## src/logic/rename_cfg_pkg.sv

```systemverilog
`default_nettype none

package rename_cfg_pkg;

	// register file sizes, the top level builds its parameters from these
	localparam int num_arch_regs_default = 8;
	localparam int num_phys_regs_default = 16;

	// index widths follow the sizes
	localparam int arch_reg_bits = $clog2(num_arch_regs_default);
	localparam int phys_reg_bits = $clog2(num_phys_regs_default);

	// occupancy must reach num_phys_regs itself, hence one extra bit
	localparam int fl_count_bits = $clog2(num_phys_regs_default + 1);

	// architectural register index
	typedef logic [arch_reg_bits-1:0] arch_reg_t;

	// physical register tag
	typedef logic [phys_reg_bits-1:0] phys_reg_t;

	// free list occupancy, 0 up to num_phys_regs
	typedef logic [fl_count_bits-1:0] fl_count_t;

endpackage

`default_nettype wire
```

## src/logic/rename_msg_pkg.sv

```systemverilog
`default_nettype none

package rename_msg_pkg;

	// one rename request from decode
	typedef struct packed {
		rename_cfg_pkg::arch_reg_t dest;
		rename_cfg_pkg::arch_reg_t src1;
		rename_cfg_pkg::arch_reg_t src2;
		// low for stores, branches without link and the like
		logic has_dest;
		// request opens a speculation window
		logic is_branch;
	} rename_req_t;

	// renamed operands handed on to dispatch
	typedef struct packed {
		rename_cfg_pkg::phys_reg_t src1_tag;
		rename_cfg_pkg::phys_reg_t src2_tag;
		rename_cfg_pkg::phys_reg_t dest_tag;
		// previous mapping of dest, freed when this instruction retires
		rename_cfg_pkg::phys_reg_t old_dest_tag;
	} rename_rsp_t;

	// retire notice, carries the tag that goes back to the free list
	typedef struct packed {
		rename_cfg_pkg::phys_reg_t tag;
	} retire_t;

	// whole free list image, used for the checkpoint and its restore
	// tags[0] is the head, valid entries are tags[0] .. tags[count-1]
	typedef struct packed {
		rename_cfg_pkg::phys_reg_t [rename_cfg_pkg::num_phys_regs_default-1:0] tags;
		rename_cfg_pkg::fl_count_t count;
	} fl_state_t;

endpackage

`default_nettype wire

```

## src/logic/rename_stage.sv

```systemverilog
`default_nettype none

module rename_stage #(
	parameter int num_arch_regs = rename_cfg_pkg::num_arch_regs_default,
	parameter int num_phys_regs = rename_cfg_pkg::num_phys_regs_default
) (
	input wire logic clock,
	input wire logic reset,
	input wire logic rename_valid,
	input wire rename_msg_pkg::rename_req_t rename_req,
	input wire logic retire_valid,
	input wire rename_msg_pkg::retire_t retire,
	input wire logic mispredict,
	output logic rsp_valid,
	output rename_msg_pkg::rename_rsp_t rename_rsp,
	output rename_cfg_pkg::fl_count_t free_count
);

	rename_cfg_pkg::phys_reg_t head_tag;
	logic fl_empty;
	rename_msg_pkg::fl_state_t fl_next;
	rename_cfg_pkg::phys_reg_t [num_arch_regs-1:0] map_next;
	rename_cfg_pkg::phys_reg_t src1_tag;
	rename_cfg_pkg::phys_reg_t src2_tag;
	rename_cfg_pkg::phys_reg_t old_dest_tag;
	logic restore;
	rename_msg_pkg::fl_state_t restore_state;
	rename_cfg_pkg::phys_reg_t [num_arch_regs-1:0] restore_map;
	logic accept;
	logic pop;
	logic branch_capture;
	logic retire_push;

	// mispredict cycle drops renames and retires alike
	// no free tag drops only requests that need one
	assign accept = rename_valid && !mispredict && (!rename_req.has_dest || !fl_empty);
	assign pop = accept && rename_req.has_dest;
	assign branch_capture = accept && rename_req.is_branch;
	assign retire_push = retire_valid && !mispredict;

	free_list #(
		.num_arch_regs(num_arch_regs),
		.num_phys_regs(num_phys_regs)
	) u_free_list (
		.clock(clock),
		.reset(reset),
		.pop(pop),
		.push(retire_push),
		.push_tag(retire.tag),
		.restore(restore),
		.restore_state(restore_state),
		.head_tag(head_tag),
		.empty(fl_empty),
		.count(free_count),
		.fl_next(fl_next)
	);

	map_table #(
		.num_arch_regs(num_arch_regs),
		.num_phys_regs(num_phys_regs)
	) u_map_table (
		.clock(clock),
		.reset(reset),
		.src1(rename_req.src1),
		.src2(rename_req.src2),
		.dest(rename_req.dest),
		.write(pop),
		.new_tag(head_tag),
		.restore(restore),
		.restore_map(restore_map),
		.src1_tag(src1_tag),
		.src2_tag(src2_tag),
		.old_dest_tag(old_dest_tag),
		.map_next(map_next)
	);

	rename_checkpoint #(
		.num_arch_regs(num_arch_regs),
		.num_phys_regs(num_phys_regs)
	) u_checkpoint (
		.clock(clock),
		.reset(reset),
		.capture(branch_capture),
		.fl_next(fl_next),
		.map_next(map_next),
		.retire_push(retire_push),
		.retire_tag(retire.tag),
		.mispredict(mispredict),
		.restore(restore),
		.restore_state(restore_state),
		.restore_map(restore_map)
	);

	// response is combinational, same cycle as the request
	assign rsp_valid = accept;
	assign rename_rsp.src1_tag = src1_tag;
	assign rename_rsp.src2_tag = src2_tag;
	// no destination means no tag handed out and nothing to free later
	assign rename_rsp.dest_tag = rename_req.has_dest ? head_tag : '0;
	assign rename_rsp.old_dest_tag = rename_req.has_dest ? old_dest_tag : '0;

endmodule

`default_nettype wire

```

## src/logic/rename_checkpoint.sv

```systemverilog
`default_nettype none

module rename_checkpoint #(
	parameter int num_arch_regs = rename_cfg_pkg::num_arch_regs_default,
	parameter int num_phys_regs = rename_cfg_pkg::num_phys_regs_default
) (
	input wire logic clock,
	input wire logic reset,
	input wire logic capture,
	input wire rename_msg_pkg::fl_state_t fl_next,
	input wire rename_cfg_pkg::phys_reg_t [num_arch_regs-1:0] map_next,
	input wire logic retire_push,
	input wire rename_cfg_pkg::phys_reg_t retire_tag,
	input wire logic mispredict,
	output logic restore,
	output rename_msg_pkg::fl_state_t restore_state,
	output rename_cfg_pkg::phys_reg_t [num_arch_regs-1:0] restore_map
);

	rename_msg_pkg::fl_state_t snap_fl;
	rename_cfg_pkg::phys_reg_t [num_arch_regs-1:0] snap_map;
	logic snap_valid;
	logic snap_full;

	assign snap_full = (snap_fl.count == rename_cfg_pkg::fl_count_t'(num_phys_regs));

	// only a held snapshot can be restored
	assign restore = mispredict && snap_valid;
	assign restore_state = snap_fl;
	assign restore_map = snap_map;

	// valid flag, a mispredict consumes the snapshot
	always_ff @(posedge clock) begin
		if (reset) begin
			snap_valid <= 1'b0;
		end else if (mispredict) begin
			snap_valid <= 1'b0;
		end else if (capture) begin
			// a later branch just overwrites the older one
			snap_valid <= 1'b1;
		end
	end

	// snapshot payload
	always_ff @(posedge clock) begin
		if (capture) begin
			// post-update images, so the branch's own rename is kept
			// and any retire in this cycle is already in fl_next
			snap_fl <= fl_next;
			snap_map <= map_next;
		end else if (snap_valid && retire_push && !snap_full) begin
			// tags freed after the branch must survive a restore
			snap_fl.tags[rename_cfg_pkg::phys_reg_t'(snap_fl.count)] <= retire_tag;
			snap_fl.count <= snap_fl.count + 1'b1;
		end
	end

endmodule

`default_nettype wire

```

## src/logic/map_table.sv

```systemverilog
`default_nettype none

module map_table #(
	parameter int num_arch_regs = rename_cfg_pkg::num_arch_regs_default,
	parameter int num_phys_regs = rename_cfg_pkg::num_phys_regs_default
) (
	input wire logic clock,
	input wire logic reset,
	input wire rename_cfg_pkg::arch_reg_t src1,
	input wire rename_cfg_pkg::arch_reg_t src2,
	input wire rename_cfg_pkg::arch_reg_t dest,
	input wire logic write,
	input wire rename_cfg_pkg::phys_reg_t new_tag,
	input wire logic restore,
	input wire rename_cfg_pkg::phys_reg_t [num_arch_regs-1:0] restore_map,
	output rename_cfg_pkg::phys_reg_t src1_tag,
	output rename_cfg_pkg::phys_reg_t src2_tag,
	output rename_cfg_pkg::phys_reg_t old_dest_tag,
	output rename_cfg_pkg::phys_reg_t [num_arch_regs-1:0] map_next
);

	// speculative mapping, one tag per architectural register
	rename_cfg_pkg::phys_reg_t [num_arch_regs-1:0] map;

	// lookups see the registered map only, no bypass of this cycle's write
	assign src1_tag = map[src1];
	assign src2_tag = map[src2];
	// mapping that dest had before this rename
	assign old_dest_tag = map[dest];

	always_comb begin
		map_next = map;
		if (restore) begin
			map_next = restore_map;
		end else if (write) begin
			map_next[dest] = new_tag;
		end
	end

	always_ff @(posedge clock) begin
		if (reset) begin
			// identity mapping out of reset
			for (int i = 0; i < num_arch_regs; i++) begin
				map[i] <= rename_cfg_pkg::phys_reg_t'(i);
			end
		end else begin
			map <= map_next;
		end
	end

endmodule

`default_nettype wire

```

## src/logic/free_list.sv

```systemverilog
`default_nettype none

module free_list #(
	parameter int num_arch_regs = rename_cfg_pkg::num_arch_regs_default,
	parameter int num_phys_regs = rename_cfg_pkg::num_phys_regs_default
) (
	input wire logic clock,
	input wire logic reset,
	input wire logic pop,
	input wire logic push,
	input wire rename_cfg_pkg::phys_reg_t push_tag,
	input wire logic restore,
	input wire rename_msg_pkg::fl_state_t restore_state,
	output rename_cfg_pkg::phys_reg_t head_tag,
	output logic empty,
	output rename_cfg_pkg::fl_count_t count,
	output rename_msg_pkg::fl_state_t fl_next
);

	// what the list does this cycle
	typedef enum logic [2:0] {
		op_hold,
		op_pop,
		op_push,
		op_pop_push,
		op_restore
	} fl_op_e;

	rename_msg_pkg::fl_state_t state;
	fl_op_e op;
	logic full;

	// head is always entry zero
	assign head_tag = state.tags[0];
	assign empty = (state.count == '0);
	assign full = (state.count == rename_cfg_pkg::fl_count_t'(num_phys_regs));
	assign count = state.count;

	// restore wins over everything
	// a push into a full list is dropped unless a pop makes room
	always_comb begin
		if (restore) begin
			op = op_restore;
		end else if (pop && !empty && push) begin
			op = op_pop_push;
		end else if (pop && !empty) begin
			op = op_pop;
		end else if (push && !full) begin
			op = op_push;
		end else begin
			op = op_hold;
		end
	end

	// next state, shared by the registers and the checkpoint
	always_comb begin
		fl_next = state;
		case (op)
			op_restore: begin
				fl_next = restore_state;
			end
			op_pop, op_pop_push: begin
				// shift everything one place toward the head
				for (int i = 0; i < num_phys_regs - 1; i++) begin
					fl_next.tags[i] = state.tags[i+1];
				end
				if (op == op_pop_push) begin
					// tail moved down by one, so write at count - 1
					fl_next.tags[rename_cfg_pkg::phys_reg_t'(state.count - 1'b1)] = push_tag;
				end else begin
					fl_next.count = state.count - 1'b1;
				end
			end
			op_push: begin
				fl_next.tags[rename_cfg_pkg::phys_reg_t'(state.count)] = push_tag;
				fl_next.count = state.count + 1'b1;
			end
			default: begin
				fl_next = state;
			end
		endcase
	end

	always_ff @(posedge clock) begin
		if (reset) begin
			// map table starts with arch reg i on tag i
			// so the free tags are the ones above num_arch_regs, ascending
			for (int i = 0; i < num_phys_regs; i++) begin
				if (i < num_phys_regs - num_arch_regs) begin
					state.tags[i] <= rename_cfg_pkg::phys_reg_t'(i + num_arch_regs);
				end else begin
					state.tags[i] <= '0;
				end
			end
			state.count <= rename_cfg_pkg::fl_count_t'(num_phys_regs - num_arch_regs);
		end else begin
			state <= fl_next;
		end
	end

endmodule

`default_nettype wire

```

## config.mk

```make
export PLATFORM = sky130hd
export DESIGN_NAME = rename_stage
export DESIGN_NICKNAME = d
export VERILOG_FILES = /design/src/logic/rename_cfg_pkg.sv /design/src/logic/rename_msg_pkg.sv /design/src/logic/rename_stage.sv /design/src/logic/rename_checkpoint.sv /design/src/logic/map_table.sv /design/src/logic/free_list.sv
export SDC_FILE = /design/constraint.sdc
export NUM_CORES = 1
export LEC_CHECK = 0
export BUFFER_PORTS_ARGS = -buffer_cell sky130_fd_sc_hd__buf_4
export CAP_MARGIN = 20
export CORE_ASPECT_RATIO = 1.75
export CORE_MARGIN = 2
export CORE_UTILIZATION = 57
export CTS_CLUSTER_SIZE = 8
export DETAILED_ROUTE_END_ITERATION = 7
export MAX_ROUTING_LAYER = met4
export PLACE_DENSITY = 0.85
export SLEW_MARGIN = 20
export SYNTH_ARGS = -nofsm -noshare
export SYNTH_HDL_FRONTEND = slang
export SYNTH_SLANG_ARGS = --single-unit
export TNS_END_PERCENT = 50
```

## constraint.sdc

```tcl
create_clock -name clock -period 4.4 [get_ports clock]
set_input_delay 0.22 -clock clock [delete_from_list [all_inputs] [get_ports clock]]
set_output_delay 0.22 -clock clock [all_outputs]
set_load 0.005 [all_outputs]
```

==> summary.md, run 1 <==
| Metric | Value |
|---|---|
| Residual DRC count | `0` |
| Dominant cell type by area after synthesis | `edfxtp_1` |
| Hold EP | `u_free_list.count[1]` |
| First-pass GRT wire length | `65540 um` |
| Reg2reg start | `u_free_list.count[0]` |
| Reg2Reg Setup Slack | `0.79 ns` |
| Worst-margin pin slew | `1.128 ns` |
| Count of pins over their slew limit | `0` |
| Reg2Reg Capture Point | `u_checkpoint.restore_state[43]` |
| Routability congestion estimate | `1.035` |
| Clk sinks | `203` |
| Hold path startpoint | `reset` |
| Vias in the first global route | `11402` |
| Avg Inst Size Synth | `9.468 sq um` |
| Vias | `11616` |
| Buf/Inv on CP | `1` |
| Sequential fraction of the synthesis area | `0.4146` |
| Die span in x | `114.8 um` |
| Largest net degree at the start of global routing | `91` |
| #FFs+latches synth | `203` |
| P&R area growth vs syn | `9.056%` |
| Post-DP HPWL | `28020 um` |
| Minimum hold slack | `0.1606 ns` |
| Via density | `7.582` |
| Worst Setup SP | `u_free_list.count[0]` |
| Routed length per instance | `28.18 um` |
| Design area | `0.01335 sq mm` |
| Tmin final | `3.614 ns` |
| Core ar. | `0.02132 sq mm` |
| Initial DRT Pass Iterations | `6` |
| Hold Violations, Final | `0` |
| Final setup viols | `0` |
| Crit path launch type | `register` |
| Post-synth EDFFs | `101` |
| Synth top area cells | `edfxtp_1 (25%), dfxtp_1 (17%), mux2i_1 (8.3%)` |
| Post-Place Cell Area | `0.01253 sq mm` |
| CP max-delay cell | `nor3_1` |
| Outcome | `finished clean` |
| Final Skew | `0.01067 ns` |
| Cells after Synth | `1293` |
| CTS tree | `built` |
| Total GRT Usage | `0.3895` |
| Initial antenna violation count | `0` |
| Die Span Y | `197.9 um` |
| Fin nets | `1286` |
| Clock Tree Root | `clkbuf_16` |
| Setup CP Type | `reg2reg` |
| Area fraction of the dominant cell type after synthesis | `0.2478` |
| Worst hold path depth | `2` |
| Arr. time, crit path | `3.98 ns` |
| CP max FO | `13` |
| Syn_nets | `1322` |
| Kind of cell adding the most delay to the critical path | `simple AND/OR/NAND/NOR gates` |
| Max Buffers Root-to-Sink | `3` |
| Post-Syn Area | `0.01224 sq mm` |
| Yosys warns | `0` |
| Most common cell after layout, fill and taps aside | `dfxtp_1` |
| Cell Pwr Density | `379.2 mW/mm^2` |
| H-tree Lvls | `1` |
| Clock-pin slew on the worst setup and hold paths | `0.05 ns` |
| Share of cells above drive strength 1 | `0.1253` |
| CP max stage delay | `0.99 ns` |
| Max Clk Rate | `0.2767 GHz` |
| 1st-iter DRT viols | `1452` |
| Ports | `42` |
| Predominant post-synthesis flop cell | `dfxtp_1` |
| Worst EP required | `4.77 ns` |
| Worst R2R Path Depth | `7` |
| Total CTS buffers | `29` |
| Antenna Diode Count | `0` |
| Most frequent cells in the layout | `dfxtp_1 (102), mux2i_1 (101), edfxtp_1 (101)` |
| TNS Setup | `0 ns` |
| Period Utilization, post-route | `0.8213` |
| Worst VDD drop | `480.3 uV` |
| Max-cap violation count | `0` |
| Die Area | `0.02271 sq mm` |
| Total congestion overflow | `0` |
| FFs w/ async S/R, synth | `0` |
| Leakage | `4.834 nW` |
| Total Wirelength | `43180 um` |
| Unrepaired setup endpoints after global routing | `false` |
| Crit path capture type | `register` |
| Slew Limit Headroom | `0.2419` |
| Min-Delay Path Class | `in2reg` |
| DRT antenna net count | `0` |
| Critical path cell sequence | `inv_1, ha_1, or4b_4, nand3_1, nor3_1, a221oi_1, o31ai_1` |
| Num rows | `71` |
| Synth unique cells | `70` |
| Starting Density | `0.5742` |
| I/O Buffers | `41` |
| Worst-Skew Late Latency | `0.55 ns` |
-- report_power, final --
part / internal (W) / switching (W) / total [W]
logic: 0.000276 / 0.000555 / 0.000831
clock network: 0.00122 / 0.000827 / 0.00205
registers: 0.00208 / 0.000106 / 0.00219
-- repair_timing --
item	in CTS	in global routing
resized for setup	0	0
hold endpoints to repair	1	0
hold buffers	1	0
buffers inserted	0	0
-- cell families (layout without fill, tap and decap cells) --
logic type                 count (synthesis)  in the layout  synth area share
adders and majority gates                  9              9          0.009199
buffers and inverters                    158            142           0.05611
DFF                                      203            203            0.4146
muxes                                    133            133            0.1341
xor gates and xnor gates                   4              4          0.002862
AOI/OAI and AO/OA                        424            424            0.2257
and+or+nand+nor                          362            362            0.1575
-- metal layers --
layer,global-route usage,part of all wire
met5,-,0
met4,0.3324,0.11
met3,0.08264,0.12
met2,0.6180,0.47
met1,0.4071,0.31
-- registers in the layout, summed over array words and instances (netlist names) --
signal	cells
u_checkpoint.restore_map	32
u_checkpoint.restore_state	69
u_checkpoint.snap_valid	1
u_free_list.count	5
u_free_list.head_tag	4
u_free_list.state	60
u_map_table.map	32
-- how the worst max path moves through the flow --
stage / endpoint / slack, ns / depth (start not counted)
floorplan: u_checkpoint.restore_state[61] / 0.91 / 12
global placement: u_checkpoint.restore_state[27] / 1.10 / 7
detailed placement: u_checkpoint.restore_state[43] / 1.0 / 7
CTS: u_checkpoint.restore_state[43] / 0.97 / 7
global route: u_checkpoint.restore_state[43] / 0.67 / 7
finish: u_checkpoint.restore_state[43] / 0.79 / 7
-- stage by stage --
stage | utilization | instances | power, W | worst slack, ns
floorplan | - | 1293 | 0.002751 | 0.9115
global placement | 0.5876 | 1480 | 0.002984 | 1.100
CTS | 0.6262 | 1532 | 0.005020 | 0.9710
detailed placement | 0.5876 | 1480 | 0.003003 | 0.9950
global route | 0.6262 | 1532 | 0.005185 | 0.6689
finish | 0.6262 | 1532 | 0.005063 | 0.7862
-- cell usage after synthesis, types with 8 or more instances --
cell type / instances
buf_4: 12
buf_2: 20
o21ai_1: 14
dfxtp_1: 102
mux4_2: 24
nand3b_1: 10
o32ai_1: 30
mux2_2: 8
o31ai_1: 33
mux2i_1: 101
a211oi_1: 15
nand2_1: 63
and2_1: 32
nand2b_1: 17
o21ai_0: 100
edfxtp_1: 101
a31oi_1: 8
nor2_1: 82
a221oi_1: 55
ha_1: 9
nor2b_1: 8
a21oi_1: 82
inv_1: 20
nand3_1: 50
nor3_1: 61
o22ai_1: 65
clkbuf_1: 98
-- final cells by class --
cell class                 count  area, sq um
fill                        1717         7970
clock inverter                 1        7.507
multi-input combinational    932         6500
timing repair buffer          70        565.5
inverter                      21        78.83
tap                          255        319.1
clock buffer                  50        804.5
sequential                   203         5075
No activity file was read; power rests on OpenSTA's default activity.
==> run 2, diff against run 1 <==
- clock period: 4.4 -> 3.8 ns (I/O delays scaled with it)
==> run 2 against run 1 <==
  * Global-route usage is 0.69 points lower
  * Setup slack worse by 0.38 ns
  * Sequential share of layout area fell by 0.13 points
  * Non-clock buffer count increased by 7
  * Critical path depth up 1
  * Fmax increased by 6.5%
  * Final cell count grew 0.39%
  * Count of clock-buffer cells in the layout decreased by 1
  * Clock power rose by 15%
  * Combinational power rose by 15%
==> summary.md, run 2 (synthesis results as in run 1) <==
| Metric | Value |
|---|---|
| Worst-margin pin slew | `1.034 ns` |
| Ports | `42` |
| Final Skew | `0.01388 ns` |
| Number of fill cells in the layout | `1683` |
| Worst-Skew Late Latency | `0.54 ns` |
| Unrepaired setup endpoints after global routing | `false` |
| Vias in the first global route | `11649` |
| Share of cells above drive strength 1 | `0.1325` |
| Clk sinks | `203` |
| Sequential cell area | `0.005075 sq mm` |
| Worst VDD drop | `442.2 uV` |
| P&R area growth vs syn | `9.423%` |
| Routed length per instance | `27.55 um` |
| Met2 Use GR | `0.6066` |
| Total congestion overflow | `0` |
| DRT antenna net count | `0` |
| Util after Layout | `0.6283` |
| Setup CP Type | `reg2reg` |
| Worst R2R Path Depth | `8` |
| Max FFs per register | `69` |
| Initial antenna violation count | `0` |
| Reg2reg start | `u_free_list.count[0]` |
| Post-Place Cell Area | `0.01257 sq mm` |
| Via density | `7.590` |
| Antenna Diode Count | `0` |
| Residual DRC count | `0` |
| Die Span Y | `197.9 um` |
| Routability congestion estimate | `1.008` |
| Most common cell after layout, fill and taps aside | `dfxtp_1` |
| Critical path endpoint | `u_checkpoint.restore_state[47]` |
| Num rows | `71` |
| 1st-iter DRT viols | `1684` |
| Arr. time, crit path | `3.76 ns` |
| Count of pins over their slew limit | `0` |
| Total CTS buffers | `29` |
| Top Usage Layer GRT | `met2` |
| Cell Pwr Density | `435.7 mW/mm^2` |
| Reg2Reg Capture Point | `u_checkpoint.restore_state[47]` |
| Clock-pin slew on the worst setup and hold paths | `0.05 ns` |
| Period Utilization, post-route | `0.8926` |
| Design area | `0.01340 sq mm` |
| Initial DRT Pass Iterations | `7` |
| Clock Tree Root | `clkbuf_16` |
| Largest net degree at the start of global routing | `98` |
| Max Clk Rate | `0.2948 GHz` |
| Vias | `11673` |
| Final setup viols | `0` |
| Min-Delay Path Class | `in2reg` |
| Core ar. | `0.02132 sq mm` |
| Global routing usage on met1 | `0.3902` |
| Die span in x | `114.8 um` |
| Tmin final | `3.392 ns` |
| First-pass GRT wire length | `64580 um` |
| Post-DP HPWL | `27170 um` |
| Hold Violations, Final | `0` |
| Met3 Track Usage GR | `0.08203` |
| Reg2Reg Setup Slack | `0.41 ns` |
| Outcome | `finished clean` |
| Area of the multi-input gates | `0.006507 sq mm` |
| Fin nets | `1293` |
| Leakage | `4.864 nW` |
| Max Buffers Root-to-Sink | `3` |
| Slew Limit Headroom | `0.3085` |
| Worst EP required | `4.17 ns` |
| Worst Setup SP | `u_free_list.count[0]` |
| H-tree Lvls | `1` |
| CP max FO | `13` |
| Crit path capture type | `register` |
| I/O Buffers | `41` |
| CTS tree | `built` |
| TNS Setup | `0 ns` |
| Most frequent cells in the layout | `dfxtp_1 (102), mux2i_1 (101), edfxtp_1 (101)` |
| Die Area | `0.02271 sq mm` |
| Max-cap violation count | `0` |
| Crit path launch type | `register` |
| Starting Density | `0.5742` |
| Total GRT Usage | `0.3827` |
| Total Wirelength | `42380 um` |
-- run 2: cell types whose count changed in the layout (fill, tap and decap cells not counted), sizes merged --
cell | before | now
buf | 69 | 76
clkbuf | 50 | 49
clkinv | 0 | 1
inv | 21 | 20
-- run 2: worst min path at each step --
stage	depth (start not counted)	end	start	slack, ns
2_1_floorplan	1	u_checkpoint.snap_valid	mispredict	0.27
3_3_place_gp	2	u_checkpoint.snap_valid	mispredict	0.44
3_5_place_dp	2	u_checkpoint.snap_valid	mispredict	0.45
4_1_cts	2	u_free_list.count[0]	reset	0.13
5_1_grt	2	u_free_list.count[0]	reset	0.17
6_report	2	u_free_list.count[0]	reset	0.15
-- run 2: final cells by class --
cell class                      instances  area share
Tap cell                              255     0.02382
Clock inverter                          1   0.0005604
Clock buffer                           49     0.05978
Timing Repair Buffer                   77     0.04521
Multi-Input combinational cell        932      0.4858
Sequential cell                       203      0.3789
Inverter                               21    0.005978
-- run 2: what timing repair did --
action,CTS,global route
setup endpoints to repair,0,1
hold buffers,1,0
gates resized for setup,0,1
endpoints found under the hold margin,1,0
buffers inserted,0,0
-- run 2: routing by layer --
layer / vias up / wire [um]
li1: 4931 / -
met1: 5389 / 13010
met2: 1015 / 19890
met3: 338 / 4709
met4: 0 / 4763
met5: - / 0
-- run 2: stage by stage --
| stage | hold slack (ns) | power (W) | setup WS [ns] | instances |
|---|---|---|---|---|
| 4_1_cts | 0.1282 | 0.005779 | 0.5707 | 1538 |
| 5_1_grt | 0.1673 | 0.005981 | 0.2620 | 1538 |
| 3_5_place_dp | 0.4466 | 0.003471 | 0.6080 | 1487 |
| 6_report | 0.1457 | 0.005836 | 0.4082 | 1538 |
| 3_3_place_gp | 0.4389 | 0.003444 | 0.7438 | 1487 |
| 2_1_floorplan | 0.2693 | 0.003186 | 0.3115 | 1293 |
-- run 2: power by group --
part | total, W | switching [W] | internal (W)
clock | 0.00235 | 0.000940 | 0.00141
sequential | 0.00253 | 0.000124 | 0.00241
combinational | 0.000957 | 0.000636 | 0.000321
total | 0.00584 | 0.00170 | 0.00414
-- run 2: critical path: stages (launching register included) --
cell and delay, ns:
dfxtp_1 0.57, inv_1 0.15, ha_1 0.36, or4b_4 0.37, nand3_1 0.31, buf_4 0.28, nor3_1 0.62, a221oi_1 0.27
o31ai_1 0.30
==> run 3, diff against run 2 <==
--- a/config.mk
+++ b/config.mk
@@ -7,5 +7,4 @@
 export LEC_CHECK = 0
 export BUFFER_PORTS_ARGS = -buffer_cell sky130_fd_sc_hd__buf_4
-export CAP_MARGIN = 20
 export CORE_ASPECT_RATIO = 1.75
 export CORE_MARGIN = 2
==> constraint.sdc (replaced) <==
create_clock -name clock -period 3.8 [get_ports clock]
set_input_delay 0.76 -clock clock [delete_from_list [all_inputs] [get_ports clock]]
set_output_delay 0.76 -clock clock [all_outputs]
set_load 0.005 [all_outputs]
==> run 3 against run 2 <==
  * Hold slack improved by 0.30 ns
  * Sequential share of layout area fell by 0.40 points
  * Routed wire length rose by 4.1%
  * Non-clock buffer count rose by 13
  * Cell area rose by 1.1%
  * Register-to-register slack got worse by 0.29 ns
  * Die area did not move
  * Clock power rose by 2%
  * Count of clock-buffer cells in the layout rose by 3
  * Power rose by 1.3%
  * Sequential power barely moved
  * Highest routed layer unchanged
==> summary.md, run 3 (synthesis results as in run 1) <==
| Metric | Value |
|---|---|
| Via density | `7.536` |
| CP max stage delay | `0.77 ns` |
| H-tree Lvls | `1` |
| Die Span Y | `197.9 um` |
| Util after Layout | `0.6350` |
| Fin nets | `1306` |
| Cell Pwr Density | `436.6 mW/mm^2` |
| Arr. time, crit path | `4.05 ns` |
| Worst VDD drop | `400.0 uV` |
| Num rows | `71` |
| Starting Density | `0.5742` |
| Core ar. | `0.02132 sq mm` |
| Ports | `42` |
| Post-DP HPWL | `29140 um` |
| 1st-iter DRT viols | `1452` |
| Largest net degree at the start of global routing | `98` |
| Unrepaired setup endpoints after global routing | `false` |
| Post-CTS Resized | `0` |
| Worst-margin pin slew | `1.152 ns` |
| TNS Setup | `0 ns` |
| P&R area growth vs syn | `10.60%` |
| Routed length per instance | `28.37 um` |
| Clock Tree Root | `clkbuf_16` |
| Max Buffers Root-to-Sink | `3` |
| Crit path launch type | `register` |
| CP max-delay cell | `nor3_1` |
| First-pass GRT wire length | `67370 um` |
| Vias | `11718` |
| Min-Delay Path Class | `in2reg` |
| Worst EP required | `4.17 ns` |
| Outcome | `finished clean` |
| Crit path capture type | `register` |
| Final setup viols | `0` |
| Worst Setup SP | `u_free_list.count[1]` |
| Die span in x | `114.8 um` |
| Reg2Reg Setup Slack | `0.12 ns` |
| Antenna Diode Count | `0` |
| Max-cap violation count | `0` |
| Critical path cell sequence | `inv_1, ha_1, or4b_4, nand3_1, buf_4, nor3_1, a221oi_1, o31ai_1` |
| Die Area | `0.02271 sq mm` |
| Period Utilization, post-route | `0.9684` |
| Max Clk Rate | `0.2717 GHz` |
| Hold Violations, Final | `0` |
| Slew Limit Headroom | `0.2260` |
| Setup CP Type | `reg2reg` |
| Worst-Skew Late Latency | `0.56 ns` |
| Number of fill cells in the layout | `1704` |
| Count of pins over their slew limit | `0` |
| Reg2reg start | `u_free_list.count[1]` |
| Initial DRT Pass Iterations | `8` |
| Power Total | `0.005911 W` |
| Initial antenna violation count | `0` |
| Leakage | `4.953 nW` |
| CTS Hold Buffers Added | `0` |
| Vias in the first global route | `11790` |
| Tmin final | `3.680 ns` |
| Total congestion overflow | `0` |
| Share of cells above drive strength 1 | `0.1408` |
| Clock-pin slew on the worst setup and hold paths | `0.06 ns` |
| Routability congestion estimate | `1.026` |
| Total Wirelength | `44120 um` |
| Hold path startpoint | `mispredict` |
| Residual DRC count | `0` |
| Most frequent cells in the layout | `dfxtp_1 (102), mux2i_1 (101), edfxtp_1 (101)` |
| Clk sinks | `203` |
| Most common cell after layout, fill and taps aside | `dfxtp_1` |
| Total GRT Usage | `0.4028` |
| DRT antenna net count | `0` |
| CTS tree | `built` |
| Total CTS buffers | `29` |
| Setup bufs post-CTS | `0` |
| Max FFs per register | `69` |
| I/O Buffers | `41` |
| Final Skew | `0.01784 ns` |
| CP max FO | `12` |
run 3: changes by cell type in the layout (fill, tap and decap cells not counted), sizes merged:
| cell | before | now |
|---|---|---|
| clkbuf | 49 | 52 |
| clkinv | 1 | 0 |
| clkinvlp | 1 | 0 |
| buf | 76 | 90 |
| inv | 20 | 23 |
| dlygate4sd3 | 1 | 0 |
run 3: power breakdown:
part / switching (W) / internal (W)
combinational: 0.000660 / 0.000337
clock: 0.000973 / 0.00142
sequential: 0.000110 / 0.00241
total: 0.00174 / 0.00417
run 3: final timing paths:
check                                    to  cells past startpoint
max          u_checkpoint.restore_state[48]                      8
min reg2reg           u_free_list.state[13]                      2
max reg2reg  u_checkpoint.restore_state[48]                      8
min                 u_checkpoint.snap_valid                      2
run 3: cell type report:
type / count / area, sq um / area share
clock buffer: 52 / 812.0 / 0.05998
clock inverter: 2 / 15.01 / 0.001109
inverter: 21 / 78.83 / 0.005822
multi-input combinational: 932 / 6514 / 0.4811
sequential: 203 / 5075 / 0.3748
tap: 255 / 319.1 / 0.02357
timing repair buffer: 90 / 725.7 / 0.05360
run 3: metal layers:
metal,vias up,GRT usage,wire [um]
met2,930,0.6498,21180
met5,-,-,0
li1,4977,-,-
met4,0,0.3637,4965
met3,325,0.07040,4384
met1,5486,0.4122,13590
run 3: worst max-delay path, delay by kind of cell (launching register included):
family,cells,cell delay (ns)
adders and majority gates,1,0.35
and+or+nand+nor,3,1.56
AOI/OAI and AO/OA,2,0.58
DFF,1,0.55
buffers and inverters,2,0.44
run 3: per-stage QoR:
stage,worst slack [ns],area (sq um),hold WS [ns],instances
after floorplan,0.3115,12240,0.4695,1293
after detailed placement,0.3639,12700,0.5195,1501
after global placement,0.5125,12700,0.5116,1501
after global routing,0.1290,13540,0.4638,1555
final,0.1199,13540,0.4452,1555
after CTS,0.3266,13530,0.4392,1555
